$ cat src/logic/lsu_cfg.svh
// lsu configuration
// widths and limits shared by the load/store unit blocks

`ifndef LSU_CFG_SVH
`define LSU_CFG_SVH

// data path
`define LSU_DATA_W 32          // data and address width
`define LSU_BE_W 4             // byte lanes per word
`define LSU_OFFS_W 2           // byte offset inside a word

// transaction tracking
`define LSU_MAX_OUTSTANDING 2  // accepted but unanswered accesses
`define LSU_CNT_W 2            // width of the outstanding counter

`endif

$ cat src/logic/lsu_pkg.sv
// lsu types
// enums and packed structs passed between the load/store unit blocks

`include "lsu_cfg.svh"

package lsu_pkg;

  // access size, encoding as seen from the execute stage
  typedef enum logic [1:0] {
    dt_word = 2'b00,
    dt_half = 2'b01,
    dt_byte = 2'b10
  } data_type_e;

  // upper-bit fill for loads narrower than a word
  typedef enum logic [1:0] {
    ext_zero = 2'b00,
    ext_sign = 2'b01,
    ext_ones = 2'b10
  } ext_mode_e;

  typedef enum logic {
    port_idle     = 1'b0,
    port_wait_gnt = 1'b1   // request on the bus, no grant yet
  } port_state_e;

  // one load or store from the execute stage
  typedef struct packed {
    logic                   we;
    data_type_e             dtype;
    ext_mode_e              ext;
    logic [`LSU_DATA_W-1:0] op_a;      // base
    logic [`LSU_DATA_W-1:0] op_b;      // offset
    logic                   use_incr;  // add op_b to the base
    logic [`LSU_DATA_W-1:0] wdata;
  } ex_req_t;

  // one request on the data bus
  typedef struct packed {
    logic [`LSU_DATA_W-1:0] addr;
    logic                   we;
    logic [`LSU_BE_W-1:0]   be;
    logic [`LSU_DATA_W-1:0] wdata;
  } bus_req_t;

  // per-access info kept until the response comes back
  typedef struct packed {
    logic                   we;
    data_type_e             dtype;
    ext_mode_e              ext;
    logic [`LSU_OFFS_W-1:0] offset;
  } wb_ctrl_t;

endpackage

$ cat src/logic/lsu_req_format.sv
// lsu request formatter
// forms the address, the byte enables and the lane-rotated store data

`timescale 1ns/1ps
`include "lsu_cfg.svh"

module lsu_req_format (
  input  logic               ex_valid_i,  // only qualifies the alignment check
  input  lsu_pkg::ex_req_t   ex_req_i,
  output lsu_pkg::bus_req_t  bus_req_o,
  output lsu_pkg::wb_ctrl_t  wb_ctrl_o
);

  logic [`LSU_DATA_W-1:0] addr;
  logic [`LSU_OFFS_W-1:0] offset;
  logic [`LSU_BE_W-1:0]   be;
  logic [`LSU_DATA_W-1:0] wdata_rot;

  assign addr   = ex_req_i.use_incr ? (ex_req_i.op_a + ex_req_i.op_b) : ex_req_i.op_a;
  assign offset = addr[`LSU_OFFS_W-1:0];

  //////////////////////////////////////////////////////////////////////
  // byte enables
  //////////////////////////////////////////////////////////////////////
  always_comb
  begin
    case (ex_req_i.dtype)
      lsu_pkg::dt_word: be = 4'b1111;
      lsu_pkg::dt_half: be = 4'b0011 << offset;  // lanes offset, offset+1
      default:          be = 4'b0001 << offset;  // single byte lane
    endcase
  end

  // store data: byte 0 lands in lane offset
  always_comb
  begin
    case (offset)
      2'd0:    wdata_rot = ex_req_i.wdata;
      2'd1:    wdata_rot = {ex_req_i.wdata[23:0], ex_req_i.wdata[31:24]};
      2'd2:    wdata_rot = {ex_req_i.wdata[15:0], ex_req_i.wdata[31:16]};
      default: wdata_rot = {ex_req_i.wdata[7:0], ex_req_i.wdata[31:8]};
    endcase
  end

  assign bus_req_o.addr  = addr;
  assign bus_req_o.we    = ex_req_i.we;
  assign bus_req_o.be    = be;
  assign bus_req_o.wdata = wdata_rot;

  // what the read path needs once the response arrives
  assign wb_ctrl_o.we     = ex_req_i.we;
  assign wb_ctrl_o.dtype  = ex_req_i.dtype;
  assign wb_ctrl_o.ext    = ex_req_i.ext;
  assign wb_ctrl_o.offset = offset;

  // no second phase exists, so a request crossing a word boundary is illegal
  always_comb
  begin
    a_no_misaligned: assert #0 (!ex_valid_i ||
      !((ex_req_i.dtype == lsu_pkg::dt_word && offset != 2'd0) ||
        (ex_req_i.dtype == lsu_pkg::dt_half && offset == 2'd3)))
      else $error("misaligned lsu request at %h", addr);
  end

endmodule

$ cat src/logic/lsu_trans_ctrl.sv
// lsu transaction tracker
// counts outstanding accesses, decides issue and keeps per-access
// read-path info in an in-order queue

`timescale 1ns/1ps
`include "lsu_cfg.svh"

module lsu_trans_ctrl (
  input  logic               clk,
  input  logic               rst_n,
  input  logic               ex_valid_i,
  input  logic               port_ready_i,  // bus port can take a request
  input  logic               rvalid_i,
  input  logic               port_busy_i,
  input  lsu_pkg::wb_ctrl_t  wb_ctrl_i,
  output logic               issue_o,
  output logic               ready_ex_o,
  output logic               ready_wb_o,
  output logic               busy_o,
  output lsu_pkg::wb_ctrl_t  wb_ctrl_o,     // queue head
  output logic               load_rvalid_o
);

  localparam int PTR_W = $clog2(`LSU_MAX_OUTSTANDING);  // depth is a power of two

  logic [`LSU_CNT_W-1:0] cnt_q;
  logic [`LSU_CNT_W-1:0] cnt_d;
  logic [PTR_W-1:0]      wr_ptr_q;
  logic [PTR_W-1:0]      rd_ptr_q;
  lsu_pkg::wb_ctrl_t     queue_q [`LSU_MAX_OUTSTANDING];

  //////////////////////////////////////////////////////////////////////
  // issue and handshake decisions
  //////////////////////////////////////////////////////////////////////
  assign issue_o    = ex_valid_i && (cnt_q < `LSU_CNT_W'(`LSU_MAX_OUTSTANDING)) && port_ready_i;
  assign ready_ex_o = !ex_valid_i || issue_o;                   // consumed on issue
  assign ready_wb_o = (cnt_q == '0) ? 1'b1 : rvalid_i;
  assign busy_o     = (cnt_q != '0) || port_busy_i;

  // issue and response together leave the count as it is
  always_comb
  begin
    cnt_d = cnt_q;
    if (issue_o && !rvalid_i)
      cnt_d = cnt_q + 1'b1;
    else if (!issue_o && rvalid_i)
      cnt_d = cnt_q - 1'b1;
  end

  always_ff @(posedge clk or negedge rst_n)
  begin
    if (!rst_n)
    begin
      cnt_q    <= '0;
      wr_ptr_q <= '0;
      rd_ptr_q <= '0;
    end
    else
    begin
      cnt_q <= cnt_d;
      if (issue_o)
        wr_ptr_q <= wr_ptr_q + 1'b1;  // wraps at depth
      if (rvalid_i)
        rd_ptr_q <= rd_ptr_q + 1'b1;
    end
  end

  // queue entries, pushed in issue order
  always_ff @(posedge clk)
  begin
    if (issue_o)
      queue_q[wr_ptr_q] <= wb_ctrl_i;
  end

  assign wb_ctrl_o     = queue_q[rd_ptr_q];
  assign load_rvalid_o = rvalid_i && !wb_ctrl_o.we;  // stores return no data

  //////////////////////////////////////////////////////////////////////
  // assertions
  //////////////////////////////////////////////////////////////////////
  // the memory only answers requests this unit issued
  a_no_spurious_rvalid: assert property (@(posedge clk) disable iff (!rst_n)
    rvalid_i |-> (cnt_q != '0));

  a_cnt_in_range: assert property (@(posedge clk) disable iff (!rst_n)
    cnt_q <= `LSU_CNT_W'(`LSU_MAX_OUTSTANDING));

endmodule

$ cat src/logic/lsu_bus_port.sv
// lsu bus port
// registers an issued request and holds it on the bus until granted

`timescale 1ns/1ps

module lsu_bus_port (
  input  logic               clk,
  input  logic               rst_n,
  input  logic               issue_i,
  input  lsu_pkg::bus_req_t  req_i,
  output logic               port_ready_o,  // idle or granted this cycle
  output logic               port_busy_o,
  output logic               bus_req_o,
  input  logic               bus_gnt_i,
  output lsu_pkg::bus_req_t  bus_o
);

  lsu_pkg::port_state_e state_q;
  lsu_pkg::port_state_e state_d;
  lsu_pkg::bus_req_t    req_q;

  // a grant frees the register in the same cycle
  assign port_ready_o = (state_q == lsu_pkg::port_idle) || bus_gnt_i;

  //////////////////////////////////////////////////////////////////////
  // request FSM
  //////////////////////////////////////////////////////////////////////
  always_comb
  begin
    state_d = state_q;
    case (state_q)
      lsu_pkg::port_idle:
      begin
        if (issue_i)
          state_d = lsu_pkg::port_wait_gnt;
      end
      default:
      begin
        if (bus_gnt_i && !issue_i)
          state_d = lsu_pkg::port_idle;  // chained issue keeps us waiting
      end
    endcase
  end

  always_ff @(posedge clk or negedge rst_n)
  begin
    if (!rst_n)
      state_q <= lsu_pkg::port_idle;
    else
      state_q <= state_d;
  end

  // request register, only written when the port is free
  always_ff @(posedge clk)
  begin
    if (issue_i)
      req_q <= req_i;
  end

  assign bus_req_o   = (state_q == lsu_pkg::port_wait_gnt);
  assign port_busy_o = (state_q == lsu_pkg::port_wait_gnt);
  assign bus_o       = req_q;

  // an ungranted request stays on the bus unchanged
  a_hold_until_gnt: assert property (@(posedge clk) disable iff (!rst_n)
    (bus_req_o && !bus_gnt_i) |=> (bus_req_o && $stable(bus_o)));

endmodule

$ cat src/logic/lsu_rdata_align.sv
// lsu read-data aligner
// picks the loaded field out of the response word, extends it to a word
// and holds the last load result for the execute stage

`timescale 1ns/1ps
`include "lsu_cfg.svh"

module lsu_rdata_align (
  input  logic                   clk,
  input  logic                   rst_n,
  input  logic                   rvalid_i,
  input  logic                   load_rvalid_i,  // rvalid of a load
  input  logic [`LSU_DATA_W-1:0] rdata_i,
  input  lsu_pkg::wb_ctrl_t      wb_ctrl_i,
  output logic [`LSU_DATA_W-1:0] rdata_ex_o
);

  logic [`LSU_DATA_W-1:0] rdata_sh;  // field moved down to lane 0
  logic [`LSU_DATA_W-1:0] rdata_ext;
  logic [`LSU_DATA_W-1:0] rdata_q;
  logic                   fill_h;    // fill bit above a half
  logic                   fill_b;    // fill bit above a byte

  assign rdata_sh = rdata_i >> {wb_ctrl_i.offset, 3'b000};

  //////////////////////////////////////////////////////////////////////
  // extension
  //////////////////////////////////////////////////////////////////////
  always_comb
  begin
    case (wb_ctrl_i.ext)
      lsu_pkg::ext_sign:
      begin
        fill_h = rdata_sh[15];
        fill_b = rdata_sh[7];
      end
      lsu_pkg::ext_ones:
      begin
        fill_h = 1'b1;
        fill_b = 1'b1;
      end
      default:
      begin
        fill_h = 1'b0;
        fill_b = 1'b0;
      end
    endcase
  end

  always_comb
  begin
    case (wb_ctrl_i.dtype)
      lsu_pkg::dt_word: rdata_ext = rdata_i;  // always aligned
      lsu_pkg::dt_half: rdata_ext = {{16{fill_h}}, rdata_sh[15:0]};
      default:          rdata_ext = {{24{fill_b}}, rdata_sh[7:0]};
    endcase
  end

  // hold register, keeps the last load result
  always_ff @(posedge clk or negedge rst_n)
  begin
    if (!rst_n)
      rdata_q <= '0;
    else if (load_rvalid_i)
      rdata_q <= rdata_ext;
  end

  assign rdata_ex_o = rvalid_i ? rdata_ext : rdata_q;  // live in the rvalid cycle

endmodule

$ cat src/logic/lsu_top.sv
// lsu top level
// load/store unit between the execute stage and a req/gnt/rvalid data bus

`timescale 1ns/1ps
`include "lsu_cfg.svh"

module lsu_top (
  input  logic                   clk,
  input  logic                   rst_n,
  // execute stage
  input  logic                   ex_valid_i,
  input  lsu_pkg::ex_req_t       ex_req_i,
  output logic                   ready_ex_o,
  output logic                   ready_wb_o,
  output logic                   busy_o,
  output logic [`LSU_DATA_W-1:0] rdata_ex_o,
  // data bus
  output logic                   bus_req_o,
  input  logic                   bus_gnt_i,
  output lsu_pkg::bus_req_t      bus_o,
  input  logic                   bus_rvalid_i,
  input  logic [`LSU_DATA_W-1:0] bus_rdata_i
);

  lsu_pkg::bus_req_t fmt_req;      // formatted request
  lsu_pkg::wb_ctrl_t fmt_ctrl;     // read-path info of that request
  lsu_pkg::wb_ctrl_t head_ctrl;    // info of the oldest outstanding access
  logic              issue;
  logic              port_ready;
  logic              port_busy;
  logic              load_rvalid;

  //////////////////////////////////////////////////////////////////////
  // request side
  //////////////////////////////////////////////////////////////////////
  lsu_req_format u_req_format (
    .ex_valid_i (ex_valid_i),
    .ex_req_i   (ex_req_i),
    .bus_req_o  (fmt_req),
    .wb_ctrl_o  (fmt_ctrl)
  );

  lsu_trans_ctrl u_trans_ctrl (
    .clk           (clk),
    .rst_n         (rst_n),
    .ex_valid_i    (ex_valid_i),
    .port_ready_i  (port_ready),
    .rvalid_i      (bus_rvalid_i),
    .port_busy_i   (port_busy),
    .wb_ctrl_i     (fmt_ctrl),
    .issue_o       (issue),
    .ready_ex_o    (ready_ex_o),
    .ready_wb_o    (ready_wb_o),
    .busy_o        (busy_o),
    .wb_ctrl_o     (head_ctrl),
    .load_rvalid_o (load_rvalid)
  );

  lsu_bus_port u_bus_port (
    .clk          (clk),
    .rst_n        (rst_n),
    .issue_i      (issue),
    .req_i        (fmt_req),
    .port_ready_o (port_ready),
    .port_busy_o  (port_busy),
    .bus_req_o    (bus_req_o),
    .bus_gnt_i    (bus_gnt_i),
    .bus_o        (bus_o)
  );

  // response side
  lsu_rdata_align u_rdata_align (
    .clk           (clk),
    .rst_n         (rst_n),
    .rvalid_i      (bus_rvalid_i),
    .load_rvalid_i (load_rvalid),
    .rdata_i       (bus_rdata_i),
    .wb_ctrl_i     (head_ctrl),
    .rdata_ex_o    (rdata_ex_o)
  );

endmodule

$ cat config.mk
export PLATFORM = sky130hd
export DESIGN_NAME = lsu_top
export DESIGN_NICKNAME = d
export VERILOG_FILES = /design/src/logic/lsu_pkg.sv /design/src/logic/lsu_req_format.sv /design/src/logic/lsu_trans_ctrl.sv /design/src/logic/lsu_bus_port.sv /design/src/logic/lsu_rdata_align.sv /design/src/logic/lsu_top.sv
export VERILOG_INCLUDE_DIRS = /design/src /design/src/logic
export SDC_FILE = /design/constraint.sdc
export NUM_CORES = 1
export LEC_CHECK = 0
export BUFFER_PORTS_ARGS = -buffer_cell sky130_fd_sc_hd__buf_2
export CORE_MARGIN = 2
export CORE_UTILIZATION = 56
export CTS_CLUSTER_SIZE = 25
export DETAILED_ROUTE_END_ITERATION = 6
export GPL_TIMING_DRIVEN = 0
export PLACE_DENSITY_LB_ADDON = 0.2
export RECOVER_POWER = 50
export SLEW_MARGIN = 20
export SYNTH_ARGS = -nofsm -noshare
export SYNTH_HDL_FRONTEND = slang
export SYNTH_SLANG_ARGS = --single-unit
$ cat constraint.sdc
create_clock -name clk -period 5.1 [get_ports clk]
set_clock_uncertainty 0.05 [all_clocks]
set_input_delay 0.255 -clock clk [delete_from_list [all_inputs] [get_ports clk]]
set_output_delay 0.255 -clock clk [all_outputs]
set_load 0.03 [all_outputs]
==> results of run 1 <==
-- registers in the layout, indices dropped and copies added (netlist names) --
name,cells
u_bus_port.bus_req_o,1
u_rdata_align.rdata_q,32
u_trans_ctrl.cnt_q,2
u_trans_ctrl.queue_q,14
u_trans_ctrl.rd_ptr_q,1
u_bus_port.bus_o,69
u_trans_ctrl.wr_ptr_q,1
-- cells by family after synthesis --
| kind of cell | Yosys count | synth area share |
|---|---|---|
| flip-flops | 120 | 0.4432 |
| adder cells (fa/ha/maj) | 35 | 0.05776 |
| XOR/XNOR | 30 | 0.03407 |
| buffers and inverters | 56 | 0.03569 |
| AO/OA/AOI/OAI | 229 | 0.1825 |
| multiplexers | 103 | 0.1397 |
| AND/OR/NAND/NOR | 189 | 0.1071 |
-- cell type report --
type                       count  area share
clock buffer                  19     0.04471
inverter                      18    0.007108
sequential                   120      0.3531
buffer                        38     0.02068
tap                          176     0.02274
timing repair buffer         246      0.1212
multi-input combinational    586      0.4144
clock inverter                13     0.01602
-- timing repair --
action | CTS | global route
hold buffers | 4 | 0
hold endpoints to repair | 44 | 0
gates resized for setup | 0 | 0
-- stage by stage --
step	worst slack (ns)	utilization	total power (W)	instances	hold WS (ns)
4_1_cts	1.672	0.7340	0.004639	1216	0.02449
5_1_grt	0.9937	0.7253	0.004865	1216	0.07925
6_report	1.304	0.7253	0.004605	1216	0.05736
2_1_floorplan	2.074	-	0.002857	762	-0.09059
3_5_place_dp	1.866	0.6869	0.003436	1180	0.3372
3_3_place_gp	1.329	0.6847	0.003398	1179	0.3348
-- report_power, final --
part / switching (W) / leakage (nW) / total (W) / internal, W
registers: 0.000107 / 1.24 / 0.00145 / 0.00135
logic: 0.00134 / 2.69 / 0.00196 / 0.000622
clock network: 0.000428 / 0.286 / 0.00119 / 0.000764
total: 0.00187 / 4.22 / 0.00460 / 0.00273
-- how the worst max path moves through the flow --
stage | startpoint | end | slack, ns | cells after the start
6_report | u_trans_ctrl.rd_ptr_q | rdata_ex_o[27] | 1.30 | 11
4_1_cts | u_trans_ctrl.rd_ptr_q | rdata_ex_o[27] | 1.67 | 10
3_3_place_gp | u_trans_ctrl.cnt_q[1] | u_trans_ctrl.cnt_q[1] | 1.33 | 5
3_5_place_dp | ex_req_i[65] | u_bus_port.bus_o[65] | 1.87 | 12
2_1_floorplan | u_bus_port.bus_req_o | u_trans_ctrl.cnt_q[1] | 2.07 | 6
5_1_grt | u_trans_ctrl.rd_ptr_q | rdata_ex_o[27] | 0.99 | 11
-- critical path, cell delays in order (launching register included) --
cell and delay, ns:
dfrtp_1 0.37, clkbuf_1 0.47, inv_1 0.16, nor2_1 0.18
a22o_1 0.16, clkbuf_1 0.37, o21ai_0 0.26, a21oi_4 0.32
buf_6 0.19, a21oi_1 0.07, a21oi_1 0.27, buf_2 0.25
-- layer usage --
metal / GRT usage / vias up / part of all wire
met4: 0.1207 / 0 / 0.029
met3: 0.06156 / 43 / 0.067
met5: 0 / - / 0
met2: 0.4853 / 286 / 0.48
met1: 0.3712 / 3212 / 0.42
li1: - / 3367 / -
-- placed cells by master, fill, tap and decap left out, drive strengths merged, types with 6 or more instances in the layout --
| cell type | instances |
|---|---|
| a221oi | 10 |
| clkbuf | 128 |
| mux2 | 24 |
| clkinv | 9 |
| a31oi | 11 |
| xnor2 | 17 |
| a21o | 16 |
| mux2i | 78 |
| buf | 169 |
| ha | 34 |
| nand2 | 92 |
| nand4 | 9 |
| xor2 | 13 |
| nand3 | 6 |
| nor2 | 59 |
| a211oi | 6 |
| a21oi | 78 |
| o22ai | 10 |
| inv | 17 |
| o21ai | 68 |
| dfrtp | 37 |
| edfxtp | 83 |
==> impl_results.md, run 1 <==
- Status: finished with violations
- Violated checks: capacitance limit, slew limit
- Global-route wire length before repair: 33160 µm
- Die height: 121.4 µm
- Reg-to-reg endpoint: u_rdata_align.rdata_q[7]
- PwrDens: 475.6 mW/mm²
- Final Critical Period: 3.796 ns
- RePlAce Congestion: 0.9188
- Clock-pin slew on the worst setup and hold paths: 0.05 ns
- Antenna Cells: 0
- Post-CTS setup buffers: 0
- Seq. cell area: 0.003418 mm²
- Slew headroom: -0.2907
- Reg2reg start: u_trans_ctrl.rd_ptr_q
- Total track usage: 0.2919
- Top cells by area, synth: edfxtp_1 32%, dfrtp_1 12%, mux2i_1 10%
- # H-tree levels: 4
- Core area: about 0.013 mm²
- WHS Path Cells: 3
- Vias in the first global route: around 6.5k
- Worst EP arrival: between 3 and 4 ns
- Synth area leader: edfxtp_1
- Top_reg_cell synth: edfxtp_1
- Worst Hold Endpoint: u_bus_port.bus_req_o
- Io pins: 244
- DRT Pass-1 Iters: 5
- Dpl hpwl: approximately 16000 µm
- Required @ worst endpoint: 4.80 ns
- Final TNS setup: 0 ns
- Drt drc: 0
- Fill cell count: 1091
- WS Path Type: reg -> out
- Nets@finish: 1201
- Synthesized net count: 936
- Share of layout cells above drive strength 1: 0.2298
- Mapped Cells: between 700 and 800
- Share of the synthesized area in the top cell type: 0.3232
- Pin count of the biggest net entering global routing: 53
- Vias per cell: between 5 and 6
- Setup slack, reg-to-reg: 2.06 ns
- RSZ-0062 raised after global routing: no
- Max_cap viols: 1
- Std-Cell Rows: 42
- Total CTS buffers: 17
- CP endpoint kind: output pin
- Post-synthesis register bit count: 120
- CTS tree: yes
- Final Setup Violations: 0
- Static leakage: 4.216 nW
- Port Buf Inserts: 241
- Average size of a mapped cell: about 10 µm²
- Clock latency on the worst-skew pair: 0.42 ns
- DP Area: 0.009169 mm²
- Pins over their slew limit: 38
- Initial antenna violation count: 0
- Worst Min Path Start: ex_valid_i
- Routed Wire Length: 21020 µm
- Detail Route Antenna Nets: 0
- Full die area: 0.01473 mm²
- Post-DR wirelength/cell: 17.28 µm
- Hold Violations, Final: 0
- Final worst path period share: 0.7442
- Mapped cell area: between 0.007 and 0.008 mm²
- FFs w/ async S/R, synth: 0.3083
- Most instantiated library cell after synthesis: nand2_1
- Worst Reg-to-Reg Cells: 6
- Initial Utilization: 0.5778
- Chip width: 121.4 µm
- Area taken by multi-input logic gates: 0.004013 mm²
- Grt total ovfl: 0
- Netlist cell types: between 60 and 70
- Final instance area: ~0.0097 mm²
- Worst vdd ir: 0.0002826 V
- Syn-to-layout area delta: 25.54%
- Seq/Total Area, Yosys: 0.4432
- Sink Count: between 100 and 150
- Startpoint types: flop
- Fmax: 0.2635 GHz
- Post-synth EDFFs: 83
- Worst-Margin Slew: 1.936 ns
- DRT iter0 DRCs: about 460
- Post-synth top cells: 90 x nand2_1, 83 x edfxtp_1, 78 x mux2i_1
- Via count: about 6.9k
- Min-delay worst type: in -> reg
- Clock Path Buffers: 2
- Root buf cell: clkbuf_16
- Worst Path Max Fanout: 10
- Yosys Warn Count: 0
(Power assumes the default switching activity.)
==> run 2: changes to the inputs <==
--- a/config.mk
+++ b/config.mk
@@ -8,7 +8,7 @@
 export LEC_CHECK = 0
 export BUFFER_PORTS_ARGS = -buffer_cell sky130_fd_sc_hd__buf_2
 export CORE_MARGIN = 2
-export CORE_UTILIZATION = 56
+export CORE_UTILIZATION = 47
 export CTS_CLUSTER_SIZE = 25
 export DETAILED_ROUTE_END_ITERATION = 6
 export GPL_TIMING_DRIVEN = 0
==> constraint.sdc (replaced) <==
create_clock -name clk -period 3.2 [get_ports clk]
set_clock_uncertainty 0.05 [all_clocks]
set_input_delay 0.16 -clock clk [delete_from_list [all_inputs] [get_ports clk]]
set_output_delay 0.16 -clock clk [all_outputs]
set_load 0.03 [all_outputs]
==> impl_results.md, run 2 (synthesis results as in run 1) <==
- Syn-to-layout area delta: 30.87%
- Sink Count: 120
- DRT iter0 DRCs: 382
- Final TNS setup: 0 ns
- Sw frac: 0.4009
- Nets@finish: 1214
- RSZ-0062 raised after global routing: yes
- Detail Route Antenna Nets: 0
- Clock Path Buffers: 2
- Full die area: 0.01745 mm²
- RePlAce Congestion: about 0.95
- Min-delay worst type: in -> reg
- # H-tree levels: 4
- Status: finished, final reports clean
- Std-Cell Rows: 46
- Initial Utilization: 0.4838
- Pins over their slew limit: 0
- Most common cell after layout, fill and taps aside: buf_2
- Initial antenna violation count: 3
- Worst-Margin Slew: 0.8434 ns
- Final worst path period share: 0.9874
- Routed Wire Length: 21980 µm
- Setup slack, reg-to-reg: 0.74 ns
- Worst Path Max Fanout: 7
- CP endpoint kind: output pin
- Internal power: 0.004627 W
- Largest register FFs: 69
- Worst vdd ir: 0.0003975 V
- Chip width: 132.1 µm
- Final Setup Violations: 0
- Hold Violations, Final: 0
- Power Total: about 0.0077 W
- Root buf cell: clkbuf_16
- WHS: between 0.015 and 0.02 ns
- Comb pwr share: 0.431
- Register share of total power: 0.300
- Max_cap viols: 0
- Fmax: 0.3165 GHz
- Total CTS buffers: 17
- Vias in the first global route: slightly below 7k
- Static leakage: ~4.5 nW
- Clock Power Share: 0.268
- WS Path Type: reg -> out
- Core area: 0.01594 mm²
- Pin count of the biggest net entering global routing: between 40 and 50
- Die height: roughly 130 µm
- Port Buf Inserts: 241
- Layout Cells excl Fill: 1270
- Share of layout cells above drive strength 1: 0.3238
- Final Critical Period: 3.160 ns
- Required @ worst endpoint: 2.99 ns
- Grt total ovfl: 0
- Via count: 7000
- PwrDens: 765.2 mW/mm²
- Drt drc: 0
- Clock-pin slew on the worst setup and hold paths: 0.06 ns
- Dpl cells: between 1k and 1.5k
- Global-route wire length before repair: 34670 µm
- Startpoint types: flop
- DRT Pass-1 Iters: 4
- Layout Utilization: 0.6331
- Io pins: 244
- Vias per cell: ~5.5
- Commonest non-fill, non-tap cells in the layout: 228 x buf_2, 89 x nand2_1, 83 x edfxtp_1, 77 x mux2i_1, 70 x a21oi_1
- CTS tree: yes
- Slew headroom: 0.4377
- Sw Pwr: 0.003096 W
- Worst EP arrival: between 2 and 3 ns
- Post-DR wirelength/cell: between 15 and 20 µm
- Clock latency on the worst-skew pair: just over 0.4 ns
- Total track usage: 0.2494
- Dpl hpwl: 16720 µm
==> run 2: cell count changes in the layout (fill, tap and decap cells not counted), sizes merged <==
cell         before  now
clkinv            9    4
bufinv            3    4
buf             169  255
clkinvlp          2    0
clkbuf          128   46
diode             0    1
inv              17   25
dlygate4sd3       4   11
==> run 2: worst paths after layout <==
check	cells past startpoint	startpoint	endpoint
min reg2reg	2	u_rdata_align.rdata_q[2]	u_rdata_align.rdata_q[2]
min	2	ex_req_i[86]	u_bus_port.bus_o[58]
max reg2reg	9	u_trans_ctrl.rd_ptr_q	u_rdata_align.rdata_q[29]
max	10	u_trans_ctrl.rd_ptr_q	rdata_ex_o[31]
min in group asynchronous	2	rst_n	u_rdata_align.rdata_q[31]
max in group asynchronous	2	rst_n	u_rdata_align.rdata_q[17]
==> run 2: worst max-delay path, cell delays in order, from the launching register on <==
cell     delay [ns]
dfrtp_1        0.42
buf_6          0.15
mux2_4         0.31
mux4_2         0.26
a21oi_2        0.06
or3_4          0.36
a21oi_4        0.32
buf_4          0.17
a21oi_1        0.05
a21oi_1        0.21
buf_2          0.23
==> run 2: area by class of cell <==
| type | instances | area, µm² |
|---|---|---|
| multi-input cells | 586 | 4073 |
| inverters | 18 | 70.07 |
| clock inverters | 15 | 212.7 |
| repair buffers | 260 | 1418 |
| diodes | 1 | 2.502 |
| plain buffers | 37 | 203.9 |
| well taps | 216 | 270.3 |
| fillers | 1356 | 5849 |
| clock buffers | 17 | 425.4 |
| flip-flops and latches | 120 | 3418 |
==> run 2: repair_timing <==
item	CTS	global route
setup buffers	0	5
gates resized for setup	1	36
gates cloned	0	2
hold buffers	11	0
pin swaps	0	9
endpoints found under the setup margin	5	32
endpoints found under the hold margin	52	0
==> run 2: per-stage QoR <==
step	cell area [µm²]	setup slack, ns
floorplan	7712	0.1741
global placement	9189	-0.5272
detailed placement	9211	0.01164
CTS	9966	0.003490
global route	10090	-0.08095
finish	10090	0.04035
==> run 2: power by group through the flow <==
stage                     Combinational, W  Clock (W)  Sequential, W
final                              0.00333    0.00207        0.00232
after global routing               0.00361    0.00217        0.00236
after CTS                          0.00318    0.00211        0.00232
after detailed placement           0.00314          0        0.00233
after global placement             0.00309          0        0.00235
after floorplan                    0.00190          0        0.00265
==> run 2: layer usage <==
layer / global-route usage / wire length [µm] / vias to the layer above
met2: 0.4149 / 10570 / 265
met3: 0.06805 / 1580 / 46
li1: - / - / 3399
met5: 0 / 29 / -
met1: 0.3063 / 9192 / 3286
met4: 0.1045 / 609 / 4
